--- src/accel_pkg.sv ---
package accel_pkg;

  // data path and bus widths
  localparam int WORD_W = 32;
  localparam int BE_W   = WORD_W / 8;  // byte enables per word
  localparam int OFF_W  = 8;           // register offset bits taken from the address

  // burst shaping
  localparam int BURST_LEN = 8;                    // max beats per burst, chunk buffer depth
  localparam int BEAT_W    = 4;                    // holds 0..BURST_LEN
  localparam int PTR_W     = $clog2(BURST_LEN);    // chunk buffer index

  // host side request window
  localparam int MAX_OUTSTANDING = 2;
  localparam int OUT_W           = $clog2(MAX_OUTSTANDING + 1);

  // register map, byte offsets
  localparam logic [OFF_W-1:0] REG_CTRL   = 8'h00;  // bit 0 start, write only
  localparam logic [OFF_W-1:0] REG_STATUS = 8'h04;  // bit 0 busy, bit 1 done
  localparam logic [OFF_W-1:0] REG_SRC    = 8'h08;
  localparam logic [OFF_W-1:0] REG_DST    = 8'h0C;
  localparam logic [OFF_W-1:0] REG_LEN    = 8'h10;  // job length in words
  localparam logic [OFF_W-1:0] REG_SCALE  = 8'h14;
  localparam logic [OFF_W-1:0] REG_BIAS   = 8'h18;

  // status bit positions
  localparam int STAT_BUSY = 0;
  localparam int STAT_DONE = 1;

endpackage

--- src/accel_ctrl.sv ---
module accel_ctrl
  import accel_pkg::*;
(
  input  logic              clk,
  input  logic              rst_n_i,
  input  logic              start_i,
  input  logic [WORD_W-1:0] src_i,
  input  logic [WORD_W-1:0] dst_i,
  input  logic [WORD_W-1:0] len_i,
  input  logic              rd_cmd_ready_i,
  input  logic              res_valid_i,
  input  logic [WORD_W-1:0] res_data_i,
  input  logic              wr_cmd_ready_i,
  input  logic              wr_beat_ready_i,
  input  logic              burst_done_i,
  output logic              busy_o,
  output logic              rd_cmd_valid_o,
  output logic [WORD_W-1:0] rd_cmd_addr_o,
  output logic [BEAT_W-1:0] rd_cmd_beats_o,
  output logic              wr_cmd_valid_o,
  output logic [WORD_W-1:0] wr_cmd_addr_o,
  output logic [BEAT_W-1:0] wr_cmd_beats_o,
  output logic [WORD_W-1:0] wr_beat_data_o
);

  typedef enum logic [2:0] {
    S_IDLE,
    S_READ,     // issue read burst for the next chunk
    S_COLLECT,  // wait for all results in the buffer
    S_WRITE,    // issue write burst
    S_WAIT      // drain buffer until write burst answered
  } state_t;

  state_t            state_q;
  logic [WORD_W-1:0] src_q;
  logic [WORD_W-1:0] dst_q;
  logic [WORD_W-1:0] remain_q;
  logic [BEAT_W-1:0] chunk_q;
  logic [BEAT_W-1:0] chunk_w;
  logic [WORD_W-1:0] step_w;
  logic [BEAT_W-1:0] fill_q;
  logic [BEAT_W-1:0] drain_q;
  logic [WORD_W-1:0] chunk_buf [BURST_LEN];

  assign chunk_w = (remain_q >= BURST_LEN) ? BEAT_W'(BURST_LEN) : remain_q[BEAT_W-1:0];
  assign step_w  = WORD_W'(chunk_q) << 2;  // bytes covered by this chunk

  assign busy_o         = (state_q != S_IDLE);
  assign rd_cmd_valid_o = (state_q == S_READ) && (remain_q != '0);
  assign rd_cmd_addr_o  = src_q;
  assign rd_cmd_beats_o = chunk_w;
  assign wr_cmd_valid_o = (state_q == S_WRITE);
  assign wr_cmd_addr_o  = dst_q;
  assign wr_cmd_beats_o = chunk_q;
  assign wr_beat_data_o = chunk_buf[drain_q[PTR_W-1:0]];

  always_ff @(posedge clk) begin
    if (!rst_n_i) begin
      state_q  <= S_IDLE;
      src_q    <= '0;
      dst_q    <= '0;
      remain_q <= '0;
      chunk_q  <= '0;
      fill_q   <= '0;
      drain_q  <= '0;
    end else begin
      if (res_valid_i) fill_q <= fill_q + 1'b1;
      if (wr_beat_ready_i) drain_q <= drain_q + 1'b1;
      case (state_q)
        S_IDLE: if (start_i) begin
          src_q    <= src_i;
          dst_q    <= dst_i;
          remain_q <= len_i;
          state_q  <= S_READ;
        end
        S_READ: begin
          if (remain_q == '0) state_q <= S_IDLE;  // job complete
          else if (rd_cmd_ready_i) begin
            chunk_q <= chunk_w;
            fill_q  <= '0;
            state_q <= S_COLLECT;
          end
        end
        S_COLLECT: if (fill_q == chunk_q) begin
          drain_q <= '0;
          state_q <= S_WRITE;
        end
        S_WRITE: if (wr_cmd_ready_i) state_q <= S_WAIT;
        S_WAIT: if (burst_done_i) begin
          src_q    <= src_q + step_w;
          dst_q    <= dst_q + step_w;
          remain_q <= remain_q - WORD_W'(chunk_q);
          state_q  <= S_READ;
        end
        default: state_q <= S_IDLE;
      endcase
    end
  end

  always_ff @(posedge clk) begin
    if (res_valid_i) chunk_buf[fill_q[PTR_W-1:0]] <= res_data_i;
  end

endmodule

--- src/burst_to_host.sv ---
module burst_to_host
  import accel_pkg::*;
(
  input  logic              clk,
  input  logic              rst_n_i,
  input  logic              rd_cmd_valid_i,
  input  logic [WORD_W-1:0] rd_cmd_addr_i,
  input  logic [BEAT_W-1:0] rd_cmd_beats_i,
  input  logic              wr_cmd_valid_i,
  input  logic [WORD_W-1:0] wr_cmd_addr_i,
  input  logic [BEAT_W-1:0] wr_cmd_beats_i,
  input  logic [WORD_W-1:0] wr_beat_data_i,
  input  logic              host_gnt_i,
  input  logic              host_rvalid_i,
  input  logic              host_err_i,
  input  logic [WORD_W-1:0] host_rdata_i,
  output logic              rd_cmd_ready_o,
  output logic              rd_beat_valid_o,
  output logic [WORD_W-1:0] rd_beat_data_o,
  output logic              wr_cmd_ready_o,
  output logic              wr_beat_ready_o,
  output logic              burst_done_o,
  output logic              host_req_o,
  output logic [WORD_W-1:0] host_addr_o,
  output logic              host_we_o,
  output logic [BE_W-1:0]   host_be_o,
  output logic [WORD_W-1:0] host_wdata_o
);

  logic              active_q;
  logic              is_wr_q;
  logic [WORD_W-1:0] addr_q;
  logic [BEAT_W-1:0] issue_left_q;   // word requests still to send
  logic [BEAT_W-1:0] answer_left_q;  // responses still expected
  logic [OUT_W-1:0]  outstanding_q;
  logic              rd_accept;
  logic              wr_accept;
  logic              issue;
  logic              resp;

  assign rd_cmd_ready_o = !active_q;
  assign wr_cmd_ready_o = !active_q && !rd_cmd_valid_i;  // reads win a tie
  assign rd_accept      = rd_cmd_valid_i && rd_cmd_ready_o;
  assign wr_accept      = wr_cmd_valid_i && wr_cmd_ready_o;

  // request held steady until granted, outstanding can only drop meanwhile
  assign host_req_o   = active_q && (issue_left_q != '0) && (outstanding_q < MAX_OUTSTANDING);
  assign host_addr_o  = addr_q;
  assign host_we_o    = is_wr_q;
  assign host_be_o    = '1;
  assign host_wdata_o = wr_beat_data_i;  // buffer entry shown combinationally

  assign issue           = host_req_o && host_gnt_i;
  assign resp            = active_q && (host_rvalid_i || host_err_i);  // errors still end a word
  assign wr_beat_ready_o = issue && is_wr_q;  // advance drain pointer on grant

  always_ff @(posedge clk) begin
    if (!rst_n_i) begin
      active_q      <= 1'b0;
      is_wr_q       <= 1'b0;
      addr_q        <= '0;
      issue_left_q  <= '0;
      answer_left_q <= '0;
      outstanding_q <= '0;
    end else begin
      if (rd_accept || wr_accept) begin
        active_q      <= 1'b1;
        is_wr_q       <= wr_accept;
        addr_q        <= wr_accept ? wr_cmd_addr_i : rd_cmd_addr_i;
        issue_left_q  <= wr_accept ? wr_cmd_beats_i : rd_cmd_beats_i;
        answer_left_q <= wr_accept ? wr_cmd_beats_i : rd_cmd_beats_i;
      end else begin
        if (issue) begin
          addr_q       <= addr_q + WORD_W'(4);
          issue_left_q <= issue_left_q - 1'b1;
        end
        if (resp) begin
          answer_left_q <= answer_left_q - 1'b1;
          if (answer_left_q == BEAT_W'(1)) active_q <= 1'b0;  // burst fully answered
        end
      end
      case ({issue, resp})
        2'b10:   outstanding_q <= outstanding_q + 1'b1;
        2'b01:   outstanding_q <= outstanding_q - 1'b1;
        default: ;
      endcase
    end
  end

  always_ff @(posedge clk) begin
    if (!rst_n_i) begin
      rd_beat_valid_o <= 1'b0;
      burst_done_o    <= 1'b0;
    end else begin
      rd_beat_valid_o <= resp && !is_wr_q;
      burst_done_o    <= resp && is_wr_q && (answer_left_q == BEAT_W'(1));
    end
  end

  always_ff @(posedge clk) begin
    if (resp && !is_wr_q) rd_beat_data_o <= host_rdata_i;
  end

endmodule

--- src/cgra_ibex_top.sv ---
module cgra_ibex_top
  import accel_pkg::*;
(
  input  logic              clk,
  input  logic              rst_n_i,
  // device port, CPU programs the registers
  input  logic              dev_req_i,
  input  logic [WORD_W-1:0] dev_addr_i,
  input  logic              dev_we_i,
  input  logic [BE_W-1:0]   dev_be_i,
  input  logic [WORD_W-1:0] dev_wdata_i,
  output logic              dev_gnt_o,
  output logic              dev_rvalid_o,
  output logic              dev_err_o,
  output logic [WORD_W-1:0] dev_rdata_o,
  // host port to system memory
  output logic              host_req_o,
  output logic [WORD_W-1:0] host_addr_o,
  output logic              host_we_o,
  output logic [BE_W-1:0]   host_be_o,
  output logic [WORD_W-1:0] host_wdata_o,
  input  logic              host_gnt_i,
  input  logic              host_rvalid_i,
  input  logic              host_err_i,
  input  logic [WORD_W-1:0] host_rdata_i
);

  logic              start, busy;
  logic [WORD_W-1:0] src, dst, len, scale, bias;
  logic              rd_cmd_valid, rd_cmd_ready, wr_cmd_valid, wr_cmd_ready;
  logic [WORD_W-1:0] rd_cmd_addr, wr_cmd_addr;
  logic [BEAT_W-1:0] rd_cmd_beats, wr_cmd_beats;
  logic              rd_beat_valid, wr_beat_ready, burst_done;
  logic [WORD_W-1:0] rd_beat_data, wr_beat_data;
  logic              res_valid;
  logic [WORD_W-1:0] res_data;

  dev_reg_bridge u_regs (
    .clk, .rst_n_i, .dev_req_i, .dev_addr_i, .dev_we_i, .dev_be_i, .dev_wdata_i,
    .busy_i (busy), .dev_gnt_o, .dev_rvalid_o, .dev_err_o, .dev_rdata_o,
    .start_o (start), .src_o (src), .dst_o (dst), .len_o (len),
    .scale_o (scale), .bias_o (bias)
  );

  accel_ctrl u_ctrl (
    .clk, .rst_n_i, .start_i (start), .src_i (src), .dst_i (dst), .len_i (len),
    .rd_cmd_ready_i (rd_cmd_ready), .res_valid_i (res_valid), .res_data_i (res_data),
    .wr_cmd_ready_i (wr_cmd_ready), .wr_beat_ready_i (wr_beat_ready),
    .burst_done_i (burst_done), .busy_o (busy),
    .rd_cmd_valid_o (rd_cmd_valid), .rd_cmd_addr_o (rd_cmd_addr),
    .rd_cmd_beats_o (rd_cmd_beats), .wr_cmd_valid_o (wr_cmd_valid),
    .wr_cmd_addr_o (wr_cmd_addr), .wr_cmd_beats_o (wr_cmd_beats),
    .wr_beat_data_o (wr_beat_data)
  );

  scale_pe u_pe (
    .clk, .rst_n_i, .in_valid_i (rd_beat_valid), .in_data_i (rd_beat_data),
    .scale_i (scale), .bias_i (bias), .out_valid_o (res_valid), .out_data_o (res_data)
  );

  burst_to_host u_host (
    .clk, .rst_n_i,
    .rd_cmd_valid_i (rd_cmd_valid), .rd_cmd_addr_i (rd_cmd_addr),
    .rd_cmd_beats_i (rd_cmd_beats), .wr_cmd_valid_i (wr_cmd_valid),
    .wr_cmd_addr_i (wr_cmd_addr), .wr_cmd_beats_i (wr_cmd_beats),
    .wr_beat_data_i (wr_beat_data), .host_gnt_i, .host_rvalid_i, .host_err_i,
    .host_rdata_i, .rd_cmd_ready_o (rd_cmd_ready), .rd_beat_valid_o (rd_beat_valid),
    .rd_beat_data_o (rd_beat_data), .wr_cmd_ready_o (wr_cmd_ready),
    .wr_beat_ready_o (wr_beat_ready), .burst_done_o (burst_done),
    .host_req_o, .host_addr_o, .host_we_o, .host_be_o, .host_wdata_o
  );

endmodule

--- src/dev_reg_bridge.sv ---
module dev_reg_bridge
  import accel_pkg::*;
(
  input  logic              clk,
  input  logic              rst_n_i,
  input  logic              dev_req_i,
  input  logic [WORD_W-1:0] dev_addr_i,
  input  logic              dev_we_i,
  input  logic [BE_W-1:0]   dev_be_i,
  input  logic [WORD_W-1:0] dev_wdata_i,
  input  logic              busy_i,
  output logic              dev_gnt_o,
  output logic              dev_rvalid_o,
  output logic              dev_err_o,
  output logic [WORD_W-1:0] dev_rdata_o,
  output logic              start_o,
  output logic [WORD_W-1:0] src_o,
  output logic [WORD_W-1:0] dst_o,
  output logic [WORD_W-1:0] len_o,
  output logic [WORD_W-1:0] scale_o,
  output logic [WORD_W-1:0] bias_o
);

  logic [OFF_W-1:0]  offset;
  logic              mapped;
  logic              wr_en;
  logic              busy_any;
  logic              busy_q;
  logic              done_q;
  logic [WORD_W-1:0] rd_word;

  // merge enabled bytes of the new word into the old one
  function automatic logic [WORD_W-1:0] merge_be(input logic [WORD_W-1:0] old_w,
                                                 input logic [WORD_W-1:0] new_w,
                                                 input logic [BE_W-1:0]   be);
    logic [WORD_W-1:0] res;
    res = old_w;
    for (int b = 0; b < BE_W; b++) begin
      if (be[b]) res[8*b +: 8] = new_w[8*b +: 8];
    end
    return res;
  endfunction

  assign dev_gnt_o = dev_req_i;  // always ready
  assign offset    = dev_addr_i[OFF_W-1:0];
  assign wr_en     = dev_req_i && dev_we_i && mapped;
  assign busy_any  = busy_i | start_o;  // a pending start counts as busy

  always_comb begin
    mapped  = 1'b1;
    rd_word = '0;
    case (offset)
      REG_CTRL:   rd_word = '0;  // start reads back as 0
      REG_STATUS: begin
        rd_word[STAT_BUSY] = busy_any;
        rd_word[STAT_DONE] = done_q;
      end
      REG_SRC:    rd_word = src_o;
      REG_DST:    rd_word = dst_o;
      REG_LEN:    rd_word = len_o;
      REG_SCALE:  rd_word = scale_o;
      REG_BIAS:   rd_word = bias_o;
      default:    mapped = 1'b0;
    endcase
  end

  always_ff @(posedge clk) begin
    if (!rst_n_i) begin
      src_o   <= '0;
      dst_o   <= '0;
      len_o   <= '0;
      scale_o <= '0;
      bias_o  <= '0;
    end else if (wr_en) begin
      case (offset)
        REG_SRC:   src_o   <= merge_be(src_o, dev_wdata_i, dev_be_i);
        REG_DST:   dst_o   <= merge_be(dst_o, dev_wdata_i, dev_be_i);
        REG_LEN:   len_o   <= merge_be(len_o, dev_wdata_i, dev_be_i);
        REG_SCALE: scale_o <= merge_be(scale_o, dev_wdata_i, dev_be_i);
        REG_BIAS:  bias_o  <= merge_be(bias_o, dev_wdata_i, dev_be_i);
        default: ;  // ctrl and status hold no writable state
      endcase
    end
  end

  // start pulse and sticky done
  always_ff @(posedge clk) begin
    if (!rst_n_i) begin
      start_o <= 1'b0;
      busy_q  <= 1'b0;
      done_q  <= 1'b0;
    end else begin
      start_o <= wr_en && (offset == REG_CTRL) && dev_be_i[0] && dev_wdata_i[0] && !busy_any;
      busy_q  <= busy_i;
      if (start_o) done_q <= 1'b0;
      else if (busy_q && !busy_i) done_q <= 1'b1;  // job just finished
    end
  end

  // response one cycle after the grant
  always_ff @(posedge clk) begin
    if (!rst_n_i) begin
      dev_rvalid_o <= 1'b0;
      dev_err_o    <= 1'b0;
    end else begin
      dev_rvalid_o <= dev_req_i;
      dev_err_o    <= dev_req_i && !mapped;
    end
  end

  always_ff @(posedge clk) begin
    dev_rdata_o <= rd_word;  // zero for unmapped offsets
  end

endmodule

--- src/scale_pe.sv ---
module scale_pe
  import accel_pkg::*;
(
  input  logic              clk,
  input  logic              rst_n_i,
  input  logic              in_valid_i,
  input  logic [WORD_W-1:0] in_data_i,
  input  logic [WORD_W-1:0] scale_i,
  input  logic [WORD_W-1:0] bias_i,
  output logic              out_valid_o,
  output logic [WORD_W-1:0] out_data_o
);

  logic              prod_valid_q;
  logic [WORD_W-1:0] prod_q;  // low word of x * scale

  // valid bits ride along with the data
  always_ff @(posedge clk) begin
    if (!rst_n_i) begin
      prod_valid_q <= 1'b0;
      out_valid_o  <= 1'b0;
    end else begin
      prod_valid_q <= in_valid_i;
      out_valid_o  <= prod_valid_q;
    end
  end

  // stage one multiply
  always_ff @(posedge clk) begin
    if (in_valid_i) prod_q <= in_data_i * scale_i;
  end

  // stage two add, wraps mod 2^32
  always_ff @(posedge clk) begin
    if (prod_valid_q) out_data_o <= prod_q + bias_i;
  end

endmodule

--- config.mk ---
export PLATFORM = sky130hd
export DESIGN_NAME = cgra_ibex_top
export DESIGN_NICKNAME = d
export VERILOG_FILES = /design/src/accel_pkg.sv /design/src/accel_ctrl.sv /design/src/burst_to_host.sv /design/src/cgra_ibex_top.sv /design/src/dev_reg_bridge.sv /design/src/scale_pe.sv
export SDC_FILE = /design/constraint.sdc
export NUM_CORES = 2
export LEC_CHECK = 0
export BUFFER_PORTS_ARGS = -buffer_cell sky130_fd_sc_hd__buf_2
export CORE_MARGIN = 2
export CORE_UTILIZATION = 30
export DETAILED_ROUTE_END_ITERATION = 8
export PLACE_DENSITY = 0.48
export SLEW_MARGIN = 20
export SYNTH_ARGS = -nofsm -noshare
export SYNTH_HDL_FRONTEND = slang
export SYNTH_SLANG_ARGS = --single-unit
--- constraint.sdc ---
create_clock -name clk -period 18 [get_ports clk]
set_input_delay 2.7 -clock clk [delete_from_list [all_inputs] [get_ports clk]]
set_output_delay 2.7 -clock clk [all_outputs]
set_load 0.01 [all_outputs]
==> flow_summary.yaml <==
setup_path:
  r2r-end: "u_pe.prod_q[31]"
  worst_path_largest_cell_delay_ns: 1.08
  cpMostUsedCell: "fa_1"
  crit_family: "adder cells"
  rr_startpoint: "u_host.rd_beat_data_o[12]"
  crit_start: "u_host.rd_beat_data_o[12]"
  critical-path-slowest-cell: "edfxtp_1"
  crit_buf_inv: 4
  cp.arrival_ns: 8.80
  worstPathRequired_ns: 18.40
  path_class: "reg -> reg"
  end_kind: "flop"
  r2r_slack_ns: 9.59
  start_kind: "flop"
  cp_cell_sequence: "and2_1 > fa_1 > fa_1 > fa_1 > inv_1 > fa_1 > inv_1 > fa_1 > inv_1 > fa_1 > inv_1 > fa_1 > fa_1 > ha_1 > and3_1 > a221o_1 > a2111oi_0 > nor2_1 > and3_1 > o41ai_1 > o21ai_0 > xnor2_1"
  cp_max_fo: 20
  reg2regPathDepth: 22
timing:
  slew_headroom: 0.2598
  final-hold-violation-count: 0
  rsz0062_at_grt: "false"
  fmax_mhz: 118.9
  skew_ns: 0.07403
  tns_ns: 0
  drv_slew: 0
  fin_crit_sh: 0.4671
  worst_pin_slew_ns: 1.110
  period_needed_ns: 8.408
  setup_viol_count_final: 0
synthesis:
  synth-seq-cells: 707
  synth-compound-area-share: 0.1039
  synthMuxAreaShare: 0.04768
  ys_warn_count: 0
  ys_types: 81
  synthArstFlopShare: 0
  seq_area_frac_synth: 0.3817
  synthCells: 4543
  synth_simple_gate_area_frac: 0.1510
  synth-edff-count: 352
  synth_xor_area_frac: 0.03064
  yosys_most_used_dff: "dfxtp_1"
  syn_area_mm2: 0.04631
  synthAdderAreaFrac: 0.2248
  synth_top_family_by_area: "adder cells"
  syn_avg_cell_area_um2: 10.19
detailed_routing:
  viasPerCell: 5.034
  ant_nets: 0
  drc: 0
  drtIter0Drc: 2348
  vias: 33870
  dr.pass1.iters: 8
  avgRoutedWirePerCell_um: 21.46
  routed_wl_um: 144400
cells_and_area:
  nets: 5298
  layout_common_cells: "618 x nand2_1, 454 x inv_1, 412 x fa_1"
  syn_to_final_growth_pct: 12.53
  final_common_cell: "nand2_1"
  utilization: 0.3391
  layout-drive-gt1-share: 0.1112
floorplan:
  die-area_mm2: 0.1575
  die_h_um: 396.9
  rows: 144
  initial_utilization: 0.3013
  die_w_um: 396.9
  core_mm2: 0.1537
  io_pins: 212
hold_path:
  hold_end: "u_ctrl.rd_cmd_addr_o[0]"
  worstHoldPathCells: 2
  worstHoldStart: "u_ctrl.rd_cmd_addr_o[0]"
  min_path_type: "reg -> reg"
cts:
  cts_root_buf: "clkbuf_16"
  postCtsHoldBufs: 0
  cts_buffers: 83
  cts.clk_slew.worst_paths_ns: 0.06
  h-tree-depth: 3
  post-cts-setup-buffers: 0
  cts_tree: "yes"
  clk_latency_ns: 0.73
  clock-sinks: 707
  ctsResizeCount: 0
  clockBufferDepth: 3
place:
  gp_congestion: 0.8296
  dp_hpwl_um: 101700
  port_buffers: 183
grt:
  grtUsageTotal: 0.1826
  grt_pass1_wl_um: 219000
  grt_pass1_vias: 33650
  overflow: 0
  grt_max_degree: 106
  grt_antenna_before_repair: 37
flow_run:
  drv_cap: 0
power:
  powerDensity_mw_per_mm2: 65.33
  ir_drop_uv: 68.07
  leakage_nw: 20.62
status:
  status: "finished clean"
sequential cells by signal, indices dropped and copies added, names as in the netlist, 4 cells and up:
| register | count |
|---|---|
| u_ctrl.chunk_buf | 256 |
| u_ctrl.rd_cmd_addr_o | 32 |
| u_ctrl.remain_q | 32 |
| u_ctrl.wr_cmd_addr_o | 32 |
| u_host.host_addr_o | 32 |
| u_host.rd_beat_data_o | 32 |
| u_pe.out_data_o | 32 |
| u_pe.prod_q | 32 |
| u_regs.bias_o | 32 |
| u_regs.dev_rdata_o | 32 |
| u_regs.dst_o | 32 |
| u_regs.len_o | 32 |
| u_regs.scale_o | 32 |
| u_regs.src_o | 32 |
| u_ctrl.fill_q | 4 |
| u_ctrl.wr_cmd_beats_o | 4 |
| u_host.answer_left_q | 4 |
| u_host.issue_left_q | 4 |
per-stage QoR:
step / power (mW) / area [µm²] / hold WS, ns / setup slack [ns] / cells
finish: 3.405 / 52120 / 0.4582 / 9.592 / 6728
global route: 3.520 / 52100 / 0.4923 / 9.121 / 6722
CTS: 3.451 / 52090 / 0.4564 / 9.551 / 6720
detailed placement: 1.748 / 49370 / 0.4482 / 9.619 / 6565
global placement: 1.748 / 49370 / 0.4474 / 9.673 / 6565
floorplan: 1.725 / 46320 / 0.4322 / 10.70 / 4546
final cells by class:
class / instances / area, µm²
clock inverters: 32 / 410.4
inverters: 455 / 1715
well taps: 2044 / 2557
fillers: 15610 / 101600
repair buffers: 252 / 1434
diodes: 8 / 20.02
multi-input cells: 3107 / 25970
flip-flops and latches: 707 / 17690
clock buffers: 123 / 2317
worst max-delay path by stage:
| stage | to | slack [ns] | depth (start not counted) |
|---|---|---|---|
| floorplan | u_pe.prod_q[31] | 10.70 | 24 |
| global placement | u_pe.prod_q[31] | 9.67 | 22 |
| detailed placement | u_pe.prod_q[31] | 9.62 | 22 |
| CTS | u_pe.prod_q[31] | 9.55 | 22 |
| global route | u_pe.prod_q[31] | 9.12 | 22 |
| finish | u_pe.prod_q[31] | 9.59 | 22 |
worst register-to-register path, delay by kind of cell (launching register included):
kind | cells | cell delay [ns]
adder cells (fa/ha/maj) | 9 | 4.24
AO/OA/AOI/OAI | 4 | 1.48
flip-flops | 1 | 1.08
AND/OR/NAND/NOR | 4 | 0.92
buffers and inverters | 4 | 0.21
XOR/XNOR | 1 | 0.16
kinds of logic after synthesis:
kind of cell,count (synthesis)
simple gates,1474
compound gates,746
buf+inv,732
flops,707
fa+ha+maj,585
xor+xnor,162
mux,136
other cells,1
cell usage after synthesis (35+ instances only):
cell,number,area (µm²)
mux2i_1,35,350.3
o21ai_0,114,570.6
mux4_2,64,1441
ha_1,173,2165
nand2_1,620,2327
clkbuf_1,231,867.1
edfxtp_1,352,10570
nor3_1,47,235.2
a21oi_1,297,1486
xor2_1,57,499.2
mux2_2,37,416.7
fa_1,412,8248
nor2_1,182,683.2
dfxtp_1,355,7107
nand3_1,197,986.0
and2_1,295,1846
inv_1,454,1704
a211oi_1,41,307.8
xnor2_1,105,919.6
buf_1,35,131.4
layer usage:
metal | part of all wire | track usage | up-vias | wire, µm
met4 | 0.021 | 0.04033 | 22 | 3003
met5 | 0.0011 | 0 | - | 153
met3 | 0.061 | 0.03280 | 172 | 8848
met2 | 0.45 | 0.2864 | 841 | 65390
met1 | 0.46 | 0.2617 | 17230 | 66980
li1 | - | - | 15610 | -
power breakdown:
part	switching, mW	total (mW)	internal [mW]
logic	0.0292	0.0387	0.00949
clock network	0.740	1.69	0.951
registers	0.0000494	1.67	1.67
total	0.770	3.40	2.64
Power figures use the tool's default switching activity.
